[src/hw/cam_pkg.sv]
// shared widths, APB constants and the camera byte-pair union
`default_nettype none

package cam_pkg;

	// ======================================================================
	// widths
	// ======================================================================

	// one camera data byte
	localparam int BYTE_W = 8;
	// stored RGB332 pixel
	localparam int PIXEL_W = 8;

	// APB host read port
	localparam int APB_DATA_W = 32;
	// pixel index, not a byte address
	localparam int APB_ADDR_W = 16;

	// ======================================================================
	// byte pair, seen as two camera bytes or as RGB565 fields
	// ======================================================================

	// first byte arrives first and lands in the low half
	// first byte = green low bits + blue, second = red + green high bits
	typedef union packed {
		struct packed {
			logic [BYTE_W-1:0] second;
			logic [BYTE_W-1:0] first;
		} bytes;
		struct packed {
			logic [4:0] red;
			logic [5:0] green;
			logic [4:0] blue;
		} rgb;
	} pixel_pair_u;

endpackage

`default_nettype wire

[src/hw/pixel_downsample.sv]
// RGB565 to RGB332 reduction stage with framing flags carried alongside
`timescale 1ns/1ns
`default_nettype none

module pixel_downsample (
	input  wire                          PCLK,
	input  wire                          reset,
	input  wire                          pair_valid,
	input  cam_pkg::pixel_pair_u         pair,
	input  wire                          frame_start,
	input  wire                          line_end,
	output logic                         pixel_valid,
	output logic [cam_pkg::PIXEL_W-1:0]  pixel,
	output logic                         pix_frame_start,
	output logic                         pix_line_end
);

	// reduced colour before the register
	logic [cam_pkg::PIXEL_W-1:0] rgb332;

	// red 3 msbs, green 3 msbs, blue 2 msbs
	assign rgb332 = {pair.rgb.red[4:2], pair.rgb.green[5:3], pair.rgb.blue[4:3]};

	// flags all delayed by the same stage
	// keeps frame/line events in order with the pixels
	always_ff @(posedge PCLK) begin
		if (reset) begin
			pixel_valid     <= 1'b0;
			pix_frame_start <= 1'b0;
			pix_line_end    <= 1'b0;
		end else begin
			pixel_valid     <= pair_valid;
			pix_frame_start <= frame_start;
			pix_line_end    <= line_end;
		end
	end

	// colour payload
	always_ff @(posedge PCLK) begin
		if (pair_valid) begin
			pixel <= rgb332;
		end
	end

endmodule

`default_nettype wire

[config.mk]
export PLATFORM = sky130hd
export DESIGN_NAME = pixel_downsample
export DESIGN_NICKNAME = d
export VERILOG_FILES = /design/src/hw/cam_pkg.sv /design/src/hw/pixel_downsample.sv
export SDC_FILE = /design/constraint.sdc
export NUM_CORES = 1
export LEC_CHECK = 0
export ABC_AREA = 1
export ABC_CLOCK_PERIOD_IN_PS = 800
export BUFFER_PORTS_ARGS = -buffer_cell sky130_fd_sc_hd__buf_4
export CORE_AREA = 2 2 39 41
export CTS_BUF_LIST = sky130_fd_sc_hd__clkbuf_8
export CTS_CLUSTER_SIZE = 8
export DETAILED_ROUTE_END_ITERATION = 12
export DIE_AREA = 0 0 41 43
export GPL_ROUTABILITY_DRIVEN = 0
export PLACE_DENSITY = 0.64
export SLEW_MARGIN = 15
export SYNTH_ARGS = -nofsm -noshare
export SYNTH_HDL_FRONTEND = slang
export SYNTH_SLANG_ARGS = --single-unit
export TNS_END_PERCENT = 5
[constraint.sdc]
create_clock -name PCLK -period 0.8 [get_ports PCLK]
set_clock_uncertainty 0.05 [all_clocks]
set_input_delay 0.04 -clock PCLK [delete_from_list [all_inputs] [get_ports PCLK]]
set_output_delay 0.04 -clock PCLK [all_outputs]
set_load 0.03 [all_outputs]
==> impl_metrics.yaml <==
sta:
  relSlewSlack_pct: 92.3
  setup_violations: 8
  whs_ns: 0.0411
  rsz0062_at_grt: "yes"
  setup_ws_ns: -0.0614
  min_period_ns: 0.861
  worst_pin_slew_ns: 0.116
  max_freq_ghz: 1.16
  fin_crit_sh_pct: 108
  maxSlewViolCount: 0
  hold_viol: 0
route:
  first_pass_iters: 1
  drtAntennaViolNets: 0
  drt_iter0_markers: 0
  wire_per_inst_um: 11.3
  post_drt_via_cell_ratio: 3.89
  post-route-drc-count: 0
  vias: 276
  wirelength_um: 802
cts:
  clk_pin_slew_ns: 0.05
  cts_root_buf: "clkbuf_8"
  cts-buffers-inserted: 3
  clock-sinks: 11
  cts_max_path_buffers: 2
  postCtsSetupBuffers: 0
  cts_tree: "built"
  cts_max_level: 1
placement:
  dpl_worst_slack_ns: 0.166
  io_buffer_count: 23
  dp_hpwl_um: 531
hold_path:
  hold_path_class: "in -> reg"
setup_path:
  critPathMaxStageDelay_ns: 0.39
  required_ns: 0.71
  cp_slowest_cell: "edfxtp_1"
  worstSetupEndpointType: "output port"
  worst-setup-path-type: "reg -> out"
  arrival_ns: 0.77
  startpoint_type: "flop"
  worst-path-buf-inv: 1
  cp_cell_sequence: "buf_6"
  critical_path.top_delay_family: "flip-flops"
  path_max_fanout: 1
run_status:
  violations: "negative setup slack"
  run_status: "finished, violations left"
power:
  leakagePower_uw: 0.000323
  power.internal_uw: 1140
  power_frac_seq_pct: 46.3
  ir_drop_v: 0.000943
  p_sw_share_pct: 22.1
  power.share.clock_pct: 35.1
  switchingPower_uw: 323
  pwr-share-comb_pct: 18.5
  powerDensity_nw_per_um2: 2050
global_routing:
  grt_max_degree: 10
  antenna_found_initial: 0
  overflow: 0
  grt_pass1_wl_um: 1190
  grt_pass1_vias: 337
  gr-usage-all-layers_pct: 10.6
layout:
  postLayoutCoreUtil_pct: 51.5
  layout-drive-gt1-share_pct: 49.1
  final_common_cell: "buf_4"
  syn_to_final_growth_pct: 121
  final_cell_mix: "buf_4, dlygate4sd3_1, buf_6"
  diodes: 0
  nNetsFinal: 77
synth:
  postSynthCellCount: 17
  syn-mean-instance-area_um2: 19.0
  yosys_warnings: 0
  synth_nets: 38
  ys_seq_area_share_pct: 93.0
  syn_area_um2: 323
  synth_cell_types: 4
  ys_seq_elements: 11
die:
  die_w_um: 41
  rows: 14
  ios: 32
  die_h_um: 43
  start_util_pct: 23.3
  die_area_um2: 1760
  coreArea_um2: 1380
flow_run:
  cap_violations: 0
final cells by class:
type	instances	area (um2)
clock inverters	1	3.75
multi-input cells	3	11.3
well taps	16	20.0
repair buffers	34	324
flip-flops and latches	11	302
inverters	3	11.3
fillers	128	671
clock buffers	3	41.3
Yosys cell counts, drive strengths merged:
| cell type | instances | share of area, % |
|---|---|---|
| dfxtp | 3 | 19 |
| edfxtp | 8 | 74 |
| inv | 3 | 3.5 |
| nor2 | 3 | 3.5 |
timing repair:
item                                    in CTS  in global routing
hold buffers                                11                  0
endpoints found under the setup margin       8                 11
endpoints found under the hold margin       11                  0
gates resized for setup                      8                  4
pin swaps                                    0                  0
cells by family (layout without fill, tap and decap cells):
kind of cell           Yosys count  in the layout  synth area share, %
and+or+nand+nor                  3              3                 3.49
DFF                             11             11                 93.0
buffers and inverters            3             41                 3.49
sequential cells by signal, summed over array words and instances, names as in the netlist:
name / cells
pixel: 8
pix_frame_start: 1
pix_line_end: 1
pixel_valid: 1
worst paths after layout:
| check | startpoint | endpoint | cells after the start |
|---|---|---|---|
| setup / recovery | pixel[4] | pixel[4] | 1 |
| hold / removal | pair_valid | pixel_valid | 3 |
power by group through the flow:
stage	combinational (uW)	clock, uW	sequential (uW)
finish	271	514	677
global route	289	553	681
CTS	267	536	676
detailed placement	205	0	679
global placement	203	0	677
floorplan	5.61	0	763
layer usage:
metal / up-vias / GRT usage [%] / wire length [um]
met3: 0 / 2.62 / 98
met1: 119 / 8.75 / 274
li1: 131 / - / -
met4: 0 / 8.00 / 0
met2: 26 / 19.1 / 429
met5: - / 0 / 0
through the flow:
step / std cells / cell area (um2) / setup TNS (ns) / total power (uW)
2_1_floorplan: 17 / 323 / 0 / 769
3_3_place_gp: 56 / 515 / 0 / 880
3_5_place_dp: 56 / 515 / 0 / 884
4_1_cts: 71 / 701 / -0.438 / 1480
5_1_grt: 71 / 713 / -0.602 / 1520
6_report: 71 / 713 / -0.364 / 1460
No activity file was read; power rests on OpenSTA's default activity.
