[src/hw/cam_pkg.sv]
// shared widths, APB constants and the camera byte-pair union
`default_nettype none

package cam_pkg;

	// ======================================================================
	// widths
	// ======================================================================

	// one camera data byte
	localparam int BYTE_W = 8;
	// stored RGB332 pixel
	localparam int PIXEL_W = 8;

	// APB host read port
	localparam int APB_DATA_W = 32;
	// pixel index, not a byte address
	localparam int APB_ADDR_W = 16;

	// ======================================================================
	// byte pair, seen as two camera bytes or as RGB565 fields
	// ======================================================================

	// first byte arrives first and lands in the low half
	// first byte = green low bits + blue, second = red + green high bits
	typedef union packed {
		struct packed {
			logic [BYTE_W-1:0] second;
			logic [BYTE_W-1:0] first;
		} bytes;
		struct packed {
			logic [4:0] red;
			logic [5:0] green;
			logic [4:0] blue;
		} rgb;
	} pixel_pair_u;

endpackage

`default_nettype wire

[src/hw/cam_sync_decode.sv]
// camera framing edge detection and byte pairing into RGB565 words
`timescale 1ns/1ns
`default_nettype none

module cam_sync_decode (
	input  wire                         PCLK,
	input  wire                         reset,
	input  wire                         vsync,
	input  wire                         href,
	input  wire [cam_pkg::BYTE_W-1:0]   cam_data,
	output logic                        pair_valid,
	output cam_pkg::pixel_pair_u        pair,
	output logic                        frame_start,
	output logic                        line_end
);

	// previous samples of the sync pins
	logic vsync_q;
	logic href_q;

	// 0 = waiting for first byte, 1 = waiting for second
	logic byte_phase;
	// first byte held until its partner shows up
	logic [cam_pkg::BYTE_W-1:0] first_byte;

	// edges seen on this sample
	logic vsync_rise;
	logic href_fall;

	assign vsync_rise = vsync & ~vsync_q;
	assign href_fall  = ~href & href_q;

	// sync history and framing pulses
	always_ff @(posedge PCLK) begin
		if (reset) begin
			vsync_q     <= 1'b0;
			href_q      <= 1'b0;
			frame_start <= 1'b0;
			line_end    <= 1'b0;
		end else begin
			vsync_q     <= vsync;
			href_q      <= href;
			// one-cycle pulses
			frame_start <= vsync_rise;
			line_end    <= href_fall;
		end
	end

	// byte phase tracking
	// framing event drops a half-built pair (odd trailing byte)
	always_ff @(posedge PCLK) begin
		if (reset) begin
			byte_phase <= 1'b0;
			pair_valid <= 1'b0;
		end else begin
			pair_valid <= 1'b0;
			if (vsync_rise || href_fall) begin
				byte_phase <= 1'b0;
			end else if (href) begin
				byte_phase <= ~byte_phase;
				// only the second byte completes a pixel
				pair_valid <= byte_phase;
			end
		end
	end

	// payload capture on each sampled byte
	always_ff @(posedge PCLK) begin
		if (href && !vsync_rise) begin
			if (!byte_phase) begin
				first_byte <= cam_data;
			end else begin
				pair.bytes.first  <= first_byte;
				pair.bytes.second <= cam_data;
			end
		end
	end

	// pairs need two bytes and never come back to back
	a_pair_spacing: assert property (
		@(posedge PCLK) disable iff (reset)
		pair_valid |=> !pair_valid
	);

endmodule

`default_nettype wire

[config.mk]
export PLATFORM = sky130hd
export DESIGN_NAME = cam_sync_decode
export DESIGN_NICKNAME = d
export VERILOG_FILES = /design/src/hw/cam_pkg.sv /design/src/hw/cam_sync_decode.sv
export SDC_FILE = /design/constraint.sdc
export NUM_CORES = 1
export LEC_CHECK = 0
export BUFFER_PORTS_ARGS = -buffer_cell sky130_fd_sc_hd__buf_2
export CAP_MARGIN = 10
export CORE_ASPECT_RATIO = 0.8
export CORE_MARGIN = 2
export CORE_UTILIZATION = 50
export CTS_BUF_LIST = sky130_fd_sc_hd__clkbuf_4
export CTS_CLUSTER_DIAMETER = 150
export DETAILED_ROUTE_END_ITERATION = 7
export HOLD_SLACK_MARGIN = 0.1
export PLACE_DENSITY = 0.79
export SYNTH_ARGS = -nofsm -noshare
export SYNTH_HDL_FRONTEND = slang
export SYNTH_SLANG_ARGS = --single-unit
export TNS_END_PERCENT = 50
[constraint.sdc]
create_clock -name PCLK -period 1.7 [get_ports PCLK]
set_clock_uncertainty 0.1 [all_clocks]
set_input_delay 0.17 -clock PCLK [delete_from_list [all_inputs] [get_ports PCLK]]
set_output_delay 0.17 -clock PCLK [all_outputs]
set_load 0.03 [all_outputs]
==> impl_metrics.csv <==
group,metric,value,unit
floorplan,ios,31,
floorplan,die_area,2230,um2
sta,final_period_minus_worst_setup_slack,1.59,ns
synthesis,number_of_nets_in_the_synthesized_netlist,53,
floorplan,dieHeight,42.6,um
synthesis,synth_largest_area_cell,"sky130_fd_sc_hd__edfxtp_1",
route,route.detailed.drc,0,
synthesis,synth.most_common_cell,"sky130_fd_sc_hd__edfxtp_1",
global_route,grt_max_degree,17,
worst_setup_path,crit_required,1.57,ns
clocking,clock-sinks,30,
power,power.density_cell_area,1040,nW/um2
power,share_clk_of_total_power,0.317,
layout,multi_input_comb_area,91.3,um2
sta,finalMaxSlewViolations,0,
clocking,clk_path_buf_depth,2,
clocking,holdBufCountCts,11,
clocking,cts-htree-levels,2,
route,drt_wl_total,1440,um
synthesis,synthArstFlopShare,0,
sta,final.period_utilization,0.933,
worst_setup_path,critical_path_class,"in -> reg",
floorplan,fp.coreArea,1690,um2
worst_setup_path,start_kind,"input port",
synthesis,synth.cells.most_frequent,"sky130_fd_sc_hd__edfxtp_1, sky130_fd_sc_hd__dfxtp_1, sky130_fd_sc_hd__nor2b_1, sky130_fd_sc_hd__nor3b_1",
power,worst_ir_drop_vdd,0.770,mV
synthesis,netlist-cell-type-count,9,
flow_run,drv.max_cap_violation_count,0,
hold_path,hp-class,"reg -> reg",
layout,finalNetCount,102,
sta,worstMarginPinSlew,0.349,ns
global_route,global_route.usage.total,0.149,
global_route,first_pass_grt_wire_length,2230,um
clocking,postCtsSetupRepairBufs,0,
synthesis,syn-mean-instance-area,22.7,um2
sta,unrepaired_setup_endpoints_after_global_routing,"no",
clocking,ctsRootBufferMaster,"sky130_fd_sc_hd__clkbuf_4",
synthesis,synth.top_cell.area_share,0.773,
power,comb_power_share,0.065,
clocking,cts.repair.resized,0,
clocking,tritoncts.num_buffers,5,
layout,seqCellArea,841,um2
power,switching_power,263,uW
worst_setup_path,critPathArrivalTime,1.46,ns
synthesis,synthTopCellsByArea,"sky130_fd_sc_hd__edfxtp_1, sky130_fd_sc_hd__dfxtp_1, sky130_fd_sc_hd__nor2b_1",
route,wl_per_cell,12.7,um
floorplan,initial_core_util,0.551,
floorplan,dieWidth,52.3,um
sta,whs,0.314,ns
sta,finalSetupTns,0,ns
route,routed_via_density,4.56,
layout,antenna_cells,0,
global_route,grt_antenna_before_repair,0,
power,sw_frac_of_total,0.197,
route,detailedRoute.firstPassIterationCount,1,
sta,final_setup_violation_count,0,
power,internal-power,1070,uW
clocking,cts_tree,"done",
route,routed-via-count,515,
global_route,grt_overflow_total,0,
sta,number_of_failing_hold_endpoints_at_the_final_stage,0,
worst_setup_path,worst_setup_path_end_kind,"flip-flop",
power,power.share.sequential,0.618,
synthesis,synth_ff_type,"sky130_fd_sc_hd__edfxtp_1",
place,gpl_congestion,0.692,
global_route,grt_pass1_vias,500,
worst_setup_path,worstPathMaxFanout,16,
synthesis,synth.yosys.seq_area_share,0.902,
synthesis,ys_ff_latch,30,
place,io_port_bufs,30,
route,antenna_violating_nets_post_route,0,
sta,clock.fmax,631,MHz
run_status,outcome,"finished clean",
power,leakagePower,0.000511,uW
floorplan,std_cell_rows,13,
layout,layout-area-overhead-vs-synth,38.1,%
synthesis,yosys_warnings,0,
synthesis,synth_edf_count,24,
synthesis,syn-instance-count,41,
synthesis,synthesis.area,932,um2
route,count_of_routing_violations_after_the_opening_detailed_route_iteration,0,
layout,final_layout_size_suffix_gt1_frac,0.462,
layout,fillerInstances,105,
sta,slew_headroom,0.767,
clocking,cts.reportedPaths.clkPinSlew,0.09,ns
clocking,clock_insertion_delay_worst_skew,0.30,ns
## area by class of cell
type,instances,area share
timing repair buffer,42,0.208
clock buffer,8,0.0466
tap,22,0.0214
multi-input combinational,11,0.0709
sequential,30,0.653
## flip-flops by register name (all words and copies together), names as in the netlist
signal       count
pair_valid       1
byte_phase       1
first_byte       8
line_end         1
vsync_q          1
pair            16
href_q           1
frame_start      1
## power by group through the flow
stage | Combinational [uW] | Clock, uW | Sequential [uW]
floorplan | 17.6 | 0 | 858
global placement | 65.1 | 0 | 840
detailed placement | 67.2 | 0 | 842
CTS | 86.6 | 436 | 825
global route | 94.4 | 468 | 826
finish | 86.7 | 423 | 825
## worst max-delay path, stage by stage
cell	delay (ns)
sky130_fd_sc_hd__dlygate4sd3_1	0.54
sky130_fd_sc_hd__buf_2	0.13
sky130_fd_sc_hd__nor2b_1	0.15
sky130_fd_sc_hd__and3b_2	0.47
## cells by family after synthesis
logic type	Yosys count	share of synthesized area
AO/OA/AOI/OAI	1	0.0134
flip-flops	30	0.902
AND/OR/NAND/NOR	10	0.0846
## cell usage in the layout, fill, tap and decap left out
cell type / Yosys / routed
sky130_fd_sc_hd__buf_2: 0 / 30
sky130_fd_sc_hd__edfxtp_1: 24 / 24
sky130_fd_sc_hd__dlygate4sd3_1: 0 / 11
sky130_fd_sc_hd__clkbuf_4: 0 / 8
sky130_fd_sc_hd__dfxtp_1: 6 / 6
sky130_fd_sc_hd__nor2b_1: 4 / 4
sky130_fd_sc_hd__nor3b_1: 2 / 2
sky130_fd_sc_hd__and3b_2: 1 / 1
sky130_fd_sc_hd__and4bb_2: 1 / 1
sky130_fd_sc_hd__or3b_1: 1 / 1
sky130_fd_sc_hd__or2b_1: 1 / 1
sky130_fd_sc_hd__a211oi_2: 1 / 1
sky130_fd_sc_hd__buf_4: 0 / 1
## metal layers
metal	GRT usage	part of all wire	vias to the layer above
met1	0.149	0.39	240
met3	0.0750	0.066	2
li1	-	-	254
met2	0.258	0.54	19
met4	0.0615	0.0056	0
met5	0	0	-
## path summary, 6_finish.rpt
path / startpoint / to / slack (ns) / cells after the start
worst min-delay path: first_byte[5] / pair[5] / 0.31 / 0
worst max-delay path: vsync / pair[12] / 0.11 / 4
worst max register to register: vsync_q / pair[12] / 0.39 / 2
worst min register to register: first_byte[5] / pair[5] / 0.31 / 0
## metrics by stage
stage	utilization	total power [uW]	cells	area (um2)	setup slack, ns
3_5_place_dp	0.661	909	94	1120	0.345
4_1_cts	0.761	1350	113	1290	0.135
6_report	0.761	1330	113	1290	0.115
3_3_place_gp	0.661	905	94	1120	0.364
2_1_floorplan	-	876	41	932	0.160
5_1_grt	0.761	1390	113	1290	0.0702
(Power assumes the default switching activity.)
