## src/hw/cam_pkg.sv

```systemverilog
// shared widths, APB constants and the camera byte-pair union
`default_nettype none

package cam_pkg;

	// ======================================================================
	// widths
	// ======================================================================

	// one camera data byte
	localparam int BYTE_W = 8;
	// stored RGB332 pixel
	localparam int PIXEL_W = 8;

	// APB host read port
	localparam int APB_DATA_W = 32;
	// pixel index, not a byte address
	localparam int APB_ADDR_W = 16;

	// ======================================================================
	// byte pair, seen as two camera bytes or as RGB565 fields
	// ======================================================================

	// first byte arrives first and lands in the low half
	// first byte = green low bits + blue, second = red + green high bits
	typedef union packed {
		struct packed {
			logic [BYTE_W-1:0] second;
			logic [BYTE_W-1:0] first;
		} bytes;
		struct packed {
			logic [4:0] red;
			logic [5:0] green;
			logic [4:0] blue;
		} rgb;
	} pixel_pair_u;

endpackage

`default_nettype wire

```

## src/hw/frame_write_addr.sv

```systemverilog
// x/y pixel counters, frame buffer write address and screen clipping
`timescale 1ns/1ns
`default_nettype none

module frame_write_addr #(
	parameter int SCREEN_WIDTH  = 176,
	parameter int SCREEN_HEIGHT = 144,
	localparam int FRAME_SIZE   = SCREEN_WIDTH * SCREEN_HEIGHT,
	localparam int ADDR_W       = $clog2(FRAME_SIZE)
) (
	input  wire                          PCLK,
	input  wire                          reset,
	input  wire                          pixel_valid,
	input  wire [cam_pkg::PIXEL_W-1:0]   pixel,
	input  wire                          pix_frame_start,
	input  wire                          pix_line_end,
	output logic                         wr_en,
	output logic [ADDR_W-1:0]            wr_addr,
	output logic [cam_pkg::PIXEL_W-1:0]  wr_data
);

	// counters go one past the screen edge and stick there
	localparam int X_W = $clog2(SCREEN_WIDTH + 1);
	localparam int Y_W = $clog2(SCREEN_HEIGHT + 1);

	logic [X_W-1:0] x;
	logic [Y_W-1:0] y;
	logic           in_screen;

	assign in_screen = (x < X_W'(SCREEN_WIDTH)) && (y < Y_W'(SCREEN_HEIGHT));

	// write lands on the edge where pixel_valid is high
	assign wr_en   = pixel_valid && in_screen;
	// x + y * width
	assign wr_addr = ADDR_W'(x) + ADDR_W'(y) * ADDR_W'(SCREEN_WIDTH);
	assign wr_data = pixel;

	// ======================================================================
	// position counters
	// ======================================================================

	always_ff @(posedge PCLK) begin
		if (reset) begin
			x <= '0;
			y <= '0;
		end else if (pix_frame_start) begin
			x <= '0;
			y <= '0;
		end else if (pix_line_end) begin
			x <= '0;
			// extra lines past the bottom are dropped
			if (y != Y_W'(SCREEN_HEIGHT)) begin
				y <= y + 1'b1;
			end
		end else if (pixel_valid && (x != X_W'(SCREEN_WIDTH))) begin
			x <= x + 1'b1;
		end
	end

	// clipping must keep every write inside the memory
	a_wr_in_frame: assert property (
		@(posedge PCLK) disable iff (reset)
		wr_en |-> (int'(wr_addr) < FRAME_SIZE)
	);

endmodule

`default_nettype wire

```

## config.mk

```make
export PLATFORM = sky130hd
export DESIGN_NAME = frame_write_addr
export DESIGN_NICKNAME = d
export VERILOG_FILES = /design/src/hw/cam_pkg.sv /design/src/hw/frame_write_addr.sv
export SDC_FILE = /design/constraint.sdc
export NUM_CORES = 1
export LEC_CHECK = 0
export BUFFER_PORTS_ARGS = -buffer_cell sky130_fd_sc_hd__buf_2
export CAP_MARGIN = 15
export CORE_MARGIN = 3
export CORE_UTILIZATION = 40
export DETAILED_ROUTE_END_ITERATION = 6
export GPL_TIMING_DRIVEN = 0
export PLACE_DENSITY = 0.65
export SLEW_MARGIN = 20
export SYNTH_ARGS = -nofsm -noshare
export SYNTH_HDL_FRONTEND = slang
export SYNTH_SLANG_ARGS = --single-unit
```

## constraint.sdc

```tcl
create_clock -name PCLK -period 4.5 [get_ports PCLK]
set_clock_uncertainty 0.15 [all_clocks]
set_input_delay 0.675 -clock PCLK [delete_from_list [all_inputs] [get_ports PCLK]]
set_output_delay 0.675 -clock PCLK [all_outputs]
set_load 0.1 [all_outputs]
```

==> metrics.md, run 1 <==
| Metric | Value |
|---|---|
| Synthesized cell area | `1660 µm²` |
| HP Class | `flop to flop` |
| Fin crit share | `about 95%` |
| VDD IR max | `0.000178 V` |
| Vias in the first global route | `1301` |
| Clock-pin slew on the worst setup and hold paths | `~60 ps` |
| CTS Buffer Depth | `2` |
| Area Overhead vs Synth | `17.0%` |
| # placed instances | `between 200 and 300` |
| Slowest stage cell on the critical path | `fa_1` |
| Worst slew margin | `67.8%` |
| Clock Sinks | `16` |
| DRT Pass-1 Iters | `4` |
| Net Sw Power | `111 µW` |
| ANT nets after route | `0` |
| Largest net degree at the start of global routing | `10` |
| Final hold vios | `0` |
| Min Tclk post-route | `4280 ps` |
| Met3 WL | `102 µm` |
| DR vias | `~1300` |
| Total global routing overflow | `0` |
| Initial DRC count | `37` |
| Power Density | `179 nW/µm²` |
| CP Capture Type | `output port` |
| WL final | `about 2900 µm` |
| Combinational power share | `a little over a fifth` |
| Ports | `37` |
| Sequential power share | `around 41%` |
| Yosys synthesis warning count | `0` |
| Sw Share | `31.9%` |
| Cell Count, Final, Fillers Out | `~270` |
| Worst-Skew Late Latency | `~250 ps` |
| Rows | `22` |
| Crit path max-delay family | `adder cells` |
| Maxcap violations | `0` |
| Initial Utilization | `roughly 43%` |
| DR vias/cell | `4.91` |
| Antenna diode count | `0` |
| Post-synthesis register bit count | `16` |
| Post-CTS Setup Bufs | `0` |
| Internal | `~240 µW` |
| Final nets | `approximately 270` |
| Worst Path Max Fanout | `7` |
| Post-synthesis sequential area ratio | `19.3%` |
| Die H | `roughly 70 µm` |
| Status | `completed` |
| Drt wl/cell | `10.8 µm` |
| Post-Syn Nets | `234` |
| Post-DP HPWL | `2470 µm` |
| CTS buffer count | `3` |
| First-pass GRT wire length | `5420 µm` |
| IO buf count | `28` |
| Distinct cells, synth | `35` |
| Critical path buffers and inverters | `3` |
| Root buf cell | `clkbuf_8` |
| Global router's overall resource usage | `approximately 13%` |
| DR WL met2 | `1480 µm` |
| CP cell instances | `ha_1, inv_1, fa_1, inv_1, ha_1, a21oi_2, o21ai_1, a21oi_1, xnor2_1, and4bb_1, xnor2_2, buf_2` |
| Die Footprint | `4960 µm²` |
| Crit path kind | `flop to output port` |
| RePlAce Congestion | `between 0.7 and 0.8` |
| Total core area | `3830 µm²` |
| Max Slew Vio Count | `0` |
| Metal-1 WL | `about 1300 µm` |
| Syn_area_per_cell | `8.78 µm²` |
| Slowest cell delay on critical path | `490 ps` |
| Top routing layer used | `met3` |
| TritonCTS clock tree | `done` |
| Clk pwr share | `between 30% and 40%` |
| Setup violations, final | `0` |
| Die Wd | `70.4 µm` |
| Initial antenna violation count | `0` |
| Slew @ Worst Pin | `486 ps` |
| Critical path required time | `roughly 3700 ps` |
| RSZ-0062 raised after global routing | `no` |
| # hold bufs at CTS | `0` |
| Layout cells sized above 1 | `about a quarter` |
| H-tree Lvls | `1` |
| Post-route DRC violation count | `0` |
| Setup TNS | `0 ps` |
| CP arrival | `3450 ps` |
| Synthesized netlist cell count | `189` |
| Leak Pwr | `1.03 nW` |
| Final Util | `about half` |
| Highest Clock Rate | `roughly 230 MHz` |
| CP Launch Type | `flop` |
## metrics by stage
stage / total power, mW / cell area, µm² / setup WS (ps) / hold WS (ps)
2_1_floorplan: 0.214 / 1680 / 25.7 / 364
3_3_place_gp: 0.224 / 1880 / 302 / 408
3_5_place_dp: 0.224 / 1880 / 270 / 416
4_1_cts: 0.354 / 1940 / 116 / 433
5_1_grt: 0.363 / 1940 / 56.5 / 472
6_report: 0.348 / 1940 / 224 / 422
## cell usage after synthesis, drive strengths merged
| cell | instances | area (µm²) |
|---|---|---|
| inv | 20 | 75.1 |
| nor2b | 2 | 12.5 |
| o31ai | 3 | 27.5 |
| xnor2 | 17 | 156 |
| nor4b | 2 | 23.8 |
| nor2 | 19 | 71.3 |
| ha | 26 | 325 |
| and3 | 5 | 31.3 |
| xor2 | 14 | 123 |
| fa | 6 | 120 |
| nand2 | 8 | 30.0 |
| clkbuf | 2 | 7.51 |
| and2 | 1 | 6.26 |
| a21o | 2 | 15.0 |
| and4bb | 1 | 12.5 |
| o21bai | 2 | 15.0 |
| nand4 | 4 | 25.0 |
| buf | 12 | 90.1 |
| or2 | 1 | 6.26 |
| nand3 | 5 | 25.0 |
| nand2b | 1 | 6.26 |
| a211oi | 2 | 20.0 |
| mux2i | 2 | 20.0 |
| or3 | 3 | 18.8 |
| o41a | 1 | 11.3 |
| a21oi | 6 | 33.8 |
| dfxtp | 16 | 320 |
| o21ai | 6 | 30.0 |
## cells in the final DEF (no fill, tap or decap), types with 2 or more instances in the layout
master,count
nor2_1,19
dfxtp_1,15
clkbuf_8,4
nand4_1,4
mux2i_1,2
inv_2,3
or3_1,3
o21ai_0,4
o21bai_1,2
buf_2,27
o21ai_1,2
and3_1,5
ha_1,26
nand2_1,8
nand3_1,5
inv_1,17
a21o_1,2
o31ai_1,2
xnor2_1,13
xor2_1,14
buf_4,13
xnor2_2,4
clkbuf_1,2
nor2b_1,2
a21oi_1,5
fa_1,6
## final cells by class
cell class	count	area [µm²]
repair buffers	28	143
clock buffers	4	55.1
plain buffers	14	97.6
flip-flops and latches	16	322
fillers	374	1890
multi-input cells	139	1190
well taps	48	60.1
inverters	20	75.1
## registers in the layout (all words and copies together), names as in the netlist
register  count
x             8
y             8
## power groups by stage
stage	logic (mW)	clock network [mW]	registers, mW
final	0.0763	0.127	0.144
after global routing	0.0809	0.138	0.144
after CTS	0.0771	0.133	0.144
after detailed placement	0.0768	0	0.147
after global placement	0.0765	0	0.147
after floorplan	0.0672	0	0.147
## what timing repair did
| item | in CTS | in global routing |
|---|---|---|
| endpoints found under the setup margin | 1 | 1 |
| pin swaps | 0 | 1 |
| resized for setup | 1 | 1 |
## layer usage
layer / GRT usage [%] / vias up
met2: 23.2 / 22
met1: 15.9 / 613
met5: 0 / -
li1: - / 685
met3: 2.59 / 0
met4: 2.55 / 0
## logic make-up after synthesis
group	share of synthesized area, %
AO/OA/AOI/OAI	9.20
XOR/XNOR	16.8
adder cells (fa/ha/maj)	26.8
buffers and inverters	10.4
flip-flops	19.3
multiplexers	1.21
AND/OR/NAND/NOR	16.2
## worst paths after layout
path	startpoint	endpoint	slack [ps]	cells after the start
min	x[4]	x[4]	420	2
max reg2reg	y[2]	y[7]	2630	6
max	y[3]	wr_addr[13]	220	12
min reg2reg	x[4]	x[4]	420	2
## worst min-delay path: stages (launching register included)
cell	delay (ps)
dfxtp_1	380
xor2_1	90
nor2_1	70
No activity file was read; power rests on OpenSTA's default activity.
==> run 2, diff against run 1 <==
--- a/config.mk
+++ b/config.mk
@@ -9,8 +9,8 @@
 export CAP_MARGIN = 15
 export CORE_MARGIN = 3
-export CORE_UTILIZATION = 40
+export CORE_UTILIZATION = 55
 export DETAILED_ROUTE_END_ITERATION = 6
 export GPL_TIMING_DRIVEN = 0
-export PLACE_DENSITY = 0.65
+export PLACE_DENSITY = 0.84
 export SLEW_MARGIN = 20
 export SYNTH_ARGS = -nofsm -noshare
--- a/constraint.sdc
+++ b/constraint.sdc
@@ -3,3 +3,3 @@
 set_input_delay 0.675 -clock PCLK [delete_from_list [all_inputs] [get_ports PCLK]]
 set_output_delay 0.675 -clock PCLK [all_outputs]
-set_load 0.1 [all_outputs]
+set_load 0.01 [all_outputs]
==> run 2 against run 1 <==
Compared with the run above:
- non-clock buffer count did not move
- first-iteration DRC count fell by 54%
- design area fell by 4.1%
- critical path depth did not move
- critical endpoint is now wr_addr[14]
==> metrics.md, run 2 (synthesis gave the netlist of run 1 again) <==
| Metric | Value |
|---|---|
| Post-DP HPWL | `2450 µm (-0.60%)` |
| Die Footprint | `3710 µm² (-25%)` |
| Clock Sinks | `16 (unchanged)` |
| CTS buffer count | `3 (unchanged)` |
| Total core area | `2810 µm² (-27%)` |
| WL final | `2870 µm (-1.6%)` |
| Status | `completed` |
| Crit path kind | `flop to output port` |
| RePlAce Congestion | `0.781 (+2.1%)` |
| Rows | `19 (-14%)` |
| Initial antenna violation count | `0 (unchanged)` |
| Hold path depth | `2 (unchanged)` |
| Setup violations, final | `0 (unchanged)` |
| Die H | `60.9 µm (-13%)` |
| Fin crit share | `91.0% (-4.0 points)` |
| Antenna diode count | `0 (unchanged)` |
| Layout cells sized above 1 | `23.2% (-2.2 points)` |
| Max Slew Vio Count | `0 (unchanged)` |
| Final nets | `267 (unchanged)` |
| First-pass GRT wire length | `4800 µm (-11%)` |
| TritonCTS clock tree | `done` |
| VDD IR max | `0.000141 V (-21%)` |
| Top flop regs | `x x8, y x8` |
| Worst Path Max Fanout | `8 (+1)` |
| Highest Clock Rate | `244 MHz (+4.4%)` |
| Slew @ Worst Pin | `351 ps (-135 ps)` |
| DRT Pass-1 Iters | `3 (-1)` |
| Slowest cell delay on critical path | `530 ps (+40 ps)` |
| Final hold vios | `0 (unchanged)` |
| Worst slew margin | `76.6% (+8.8 points)` |
| Global router's overall resource usage | `17.1% (+4.1 points)` |
| Total global routing overflow | `0 (unchanged)` |
| Total Power | `248 µW (-29%)` |
| H-tree Lvls | `1 (unchanged)` |
| Setup TNS | `0 ps (unchanged)` |
| Post-CTS Setup Bufs | `0 (unchanged)` |
| CP cell instances | `ha_1, inv_1, fa_1, inv_1, ha_1, a21oi_2, o31ai_2, o31ai_1, xor2_1, nor4b_2, xnor2_1, buf_2` |
| Root buf cell | `clkbuf_4` |
| Worst Reg2Reg Path Length in Cells | `6 (unchanged)` |
| DR vias | `1313 (-0.53%)` |
| CP Capture Type | `output port` |
| Critical path required time | `3670 ps (about the same)` |
| Area Overhead vs Synth | `12.1%` |
| Slowest stage cell on the critical path | `dfxtp_1` |
| Drt wl/cell | `11.4 µm (+5.5%)` |
| Die Wd | `60.9 µm (-13%)` |
| HP Class | `flop to flop` |
| # hold bufs at CTS | `0 (unchanged)` |
| Clock-pin slew on the worst setup and hold paths | `90 ps (+30 ps)` |
| Min Tclk post-route | `4090 ps (-182 ps)` |
| Most frequent cells in the layout | `28 x buf_2, 26 x ha_1, 19 x nor2_1` |
| Worst-Skew Late Latency | `280 ps (+30 ps)` |
| Post-route DRC violation count | `0 (unchanged)` |
| Initial DRC count | `17 (-54%)` |
| DR vias/cell | `5.23 (+6.6%)` |
| CTS Buffer Depth | `2 (unchanged)` |
| Power Density | `133 nW/µm² (-25%)` |
| Resized cells post-CTS | `0 (-1)` |
| Most common cell after layout, fill and taps aside | `buf_2` |
| Largest net degree at the start of global routing | `9 (-1)` |
| Leak Pwr | `0.992 nW (-4.0%)` |
| IO buf count | `28 (unchanged)` |
| Hold slack | `431 ps (+8.54 ps)` |
| Vias in the first global route | `1168 (-10%)` |
| Initial Utilization | `59.1% (+16 points)` |
| CP Launch Type | `flop` |
| Maxcap violations | `0 (unchanged)` |
| RSZ-0062 raised after global routing | `no` |
| ANT nets after route | `0 (unchanged)` |
| CP arrival | `3270 ps (-180 ps)` |
| Ports | `37 (unchanged)` |
[run 2: cell types whose count changed in the layout (fill, tap and decap cells not counted)]
cell	change
buf_2	+1
buf_4	-1
clkbuf_4	+3
clkbuf_8	-4
dfxtp_1	+1
dfxtp_2	-1
xnor2_1	+3
xnor2_2	-3
[run 2: path summary, 6_finish.rpt]
path	start	to	slack [ps]
worst max-delay path	y[4]	wr_addr[14]	410
worst min-delay path	x[4]	x[4]	430
worst max register to register	y[2]	y[7]	2630
worst min register to register	x[4]	x[4]	430
[run 2: area by class of cell]
| class | instances | area [µm²] |
|---|---|---|
| timing repair buffer | 28 | 140 |
| inverter | 20 | 75.1 |
| buffer | 14 | 97.6 |
| clock buffer | 3 | 22.5 |
| multi-input combinational | 139 | 1170 |
| tap | 31 | 38.8 |
| fill | 250 | 945 |
| sequential | 16 | 320 |
[run 2: worst max-delay path: cells and delay by family (launching register included)]
kind | cells | cell delay, ps
buffers and inverters | 3 | 230
AOI/OAI and AO/OA | 3 | 590
DFF | 1 | 530
xor gates and xnor gates | 2 | 290
and+or+nand+nor | 1 | 330
adders and majority gates | 3 | 1010
[run 2: metrics by stage]
step / setup WS, ps / cells / area [µm²] / util, %
4_1_cts: 356 / 251 / 1860 / 66.3
6_report: 406 / 251 / 1860 / 66.3
5_1_grt: 87.6 / 251 / 1860 / 66.3
3_5_place_dp: 679 / 248 / 1840 / 65.5
3_3_place_gp: 717 / 248 / 1840 / 65.5
2_1_floorplan: 961 / 189 / 1660 / -
[run 2: routing by layer]
layer | vias up | routed length (µm) | global-route usage, %
met1 | 602 | 1240 | 20.1
met5 | - | 0 | 0
met3 | 2 | 153 | 4.68
met2 | 25 | 1460 | 30.7
met4 | 0 | 12 | 4.02
li1 | 684 | - | -
[run 2: power by group]
group	total (mW)	leakage, nW	internal [mW]	switching, mW
registers	0.144	0.129	0.142	0.00159
clock network	0.0722	0.0138	0.0311	0.0412
logic	0.0321	0.849	0.0167	0.0154
==> run 3, diff against run 2 <==
CORE_MARGIN = 2   (was 3)
==> run 3 against run 2 <==
Compared with the run above:
- the flow now finishes with violations (design-rule violations)
- register-to-register slack barely moved
- global-route usage rose by 1.1 points
- total power rose by 9.6%
- utilization rose by 0.49 points
- clock power rose by 33%
- worst setup slack got worse by 43 ps
- flip-flop and latch count did not move
- fmax fell by 1.0%
- critical path depth did not move
- largest cell class unchanged
==> metrics.md, run 3 (synthesis gave the netlist of run 1 again) <==
| Metric | Value |
|---|---|
| Status | `complete, but fails checks` |
| Violated checks | `design-rule violations` |
| # placed instances | `248 (unchanged)` |
| Root buf cell | `clkbuf_4` |
| Global router's overall resource usage | `18.2% (+1.1 points)` |
| DR vias | `1338 (+1.9%)` |
| CTS Buffer Depth | `2 (unchanged)` |
| Highest Clock Rate | `242 MHz (-1.0%)` |
| CP arrival | `3310 ps (+40 ps)` |
| # hold bufs at CTS | `0 (unchanged)` |
| Worst Path Max Fanout | `8 (unchanged)` |
| Total Power | `272 µW (+9.6%)` |
| Power Density | `145 nW/µm² (+8.8%)` |
| Max Slew Vio Count | `0 (unchanged)` |
| Initial antenna violation count | `0 (unchanged)` |
| TritonCTS clock tree | `done` |
| Area Overhead vs Synth | `13.0%` |
| Antenna diode count | `0 (unchanged)` |
| Total core area | `2810 µm² (unchanged)` |
| VDD IR max | `0.000222 V (+58%)` |
| CP Capture Type | `output port` |
| RePlAce Congestion | `0.780 (about the same)` |
| WL final | `2930 µm (+2.1%)` |
| Leak Pwr | `0.999 nW (+0.72%)` |
| Initial DRC count | `17 (unchanged)` |
| Maxcap violations | `0 (unchanged)` |
| Post-route DRC violation count | `2 (+2)` |
| HP Class | `flop to flop` |
| Initial Utilization | `59.1% (unchanged)` |
| CTS buffer count | `3 (unchanged)` |
| RSZ-0062 raised after global routing | `no` |
| Resized cells post-CTS | `0 (unchanged)` |
| Cell Count, Final, Fillers Out | `252 (+0.40%)` |
| Die Wd | `58.9 µm (-3.3%)` |
| Setup violations, final | `0 (unchanged)` |
| Most common cell after layout, fill and taps aside | `buf_2` |
| Final instance area | `1870 µm² (+0.74%)` |
| Min Tclk post-route | `4140 ps (+42.9 ps)` |
| CP Launch Type | `flop` |
| Crit path kind | `flop to output port` |
| Final hold vios | `0 (unchanged)` |
| Setup TNS | `0 ps (unchanged)` |
| Critical path required time | `3670 ps (about the same)` |
| Die Footprint | `3470 µm² (-6.5%)` |
| Drt wl/cell | `11.6 µm (+1.7%)` |
| DRT Pass-1 Iters | `6 (+3)` |
| Post-DP Area | `1840 µm² (unchanged)` |
| Hold slack | `427 ps (-3.61 ps)` |
| Die H | `58.9 µm (-3.3%)` |
| Most frequent cells in the layout | `28 x buf_2, 26 x ha_1, 19 x nor2_1` |
| ANT nets after route | `0 (unchanged)` |
| Worst slew margin | `76.8% (+0.22 points)` |
| Largest net degree at the start of global routing | `10 (+1)` |
| Rows | `19 (unchanged)` |
| Clock Sinks | `16 (unchanged)` |
| Post-DP HPWL | `2410 µm (-1.7%)` |
| First-pass GRT wire length | `4960 µm (+3.3%)` |
| Final nets | `267 (unchanged)` |
| Slew @ Worst Pin | `348 ps (-3.28 ps)` |
| Top flop regs | `x x8, y x8` |
| Vias in the first global route | `1176 (+0.68%)` |
| Clock-pin slew on the worst setup and hold paths | `90 ps (about the same)` |
| Total global routing overflow | `0 (unchanged)` |
| H-tree Lvls | `1 (unchanged)` |
| Layout cells sized above 1 | `23.5% (+0.35 points)` |
| Ports | `37 (unchanged)` |
| Fin crit share | `91.9% (+0.95 points)` |
| Post-CTS Setup Bufs | `0 (unchanged)` |
| Worst-Skew Late Latency | `290 ps (about the same)` |
| DR vias/cell | `5.31 (+1.5%)` |
| IO buf count | `28 (unchanged)` |
## run 3: changes by cell type in the layout (fill, tap and decap cells not counted)
cell,before,now
clkbuf_8,0,1
## run 3: critical path, stage by stage, from the launching register on
cell     delay, ps
dfxtp_1        530
ha_1           210
inv_1           50
fa_1           470
inv_1           40
ha_1           340
a21oi_2        230
o31ai_2        130
o31ai_1        260
xor2_1         150
nor4b_2        320
xnor2_1        140
buf_2          140
## run 3: layout make-up
| type | count | area [µm²] |
|---|---|---|
| buffer | 14 | 97.6 |
| clock buffer | 4 | 36.3 |
| fill | 237 | 931 |
| inverter | 20 | 75.1 |
| multi-input combinational | 139 | 1170 |
| sequential | 16 | 320 |
| tap | 31 | 38.8 |
| timing repair buffer | 28 | 140 |
## run 3: worst paths after layout
kind	from	end	slack (ps)	cells after the start
hold / removal	y[6]	y[6]	430	2
setup reg to reg	y[2]	y[7]	2640	6
setup / recovery	y[4]	wr_addr[14]	360	12
hold reg to reg	y[6]	y[6]	430	2
## run 3: metal layers
metal | up-vias | routed length [µm] | track usage (%)
met4 | 0 | 40 | 4.87
met3 | 6 | 128 | 3.30
met1 | 618 | 1340 | 23.0
met2 | 29 | 1430 | 31.7
li1 | 685 | - | -
met5 | - | 0 | 0
## run 3: through the flow
stage | setup slack [ps] | util (%)
after detailed placement | 655 | 65.5
final | 363 | 66.8
after CTS | 332 | 66.8
after global routing | 136 | 66.8
after floorplan | 961 | -
after global placement | 710 | 65.5
## run 3: power breakdown
group / internal [mW] / switching [mW] / leakage [nW]
sequential: 0.142 / 0.00160 / 0.129
clock: 0.0494 / 0.0465 / 0.0210
combinational: 0.0166 / 0.0157 / 0.849
total: 0.208 / 0.0638 / 0.999
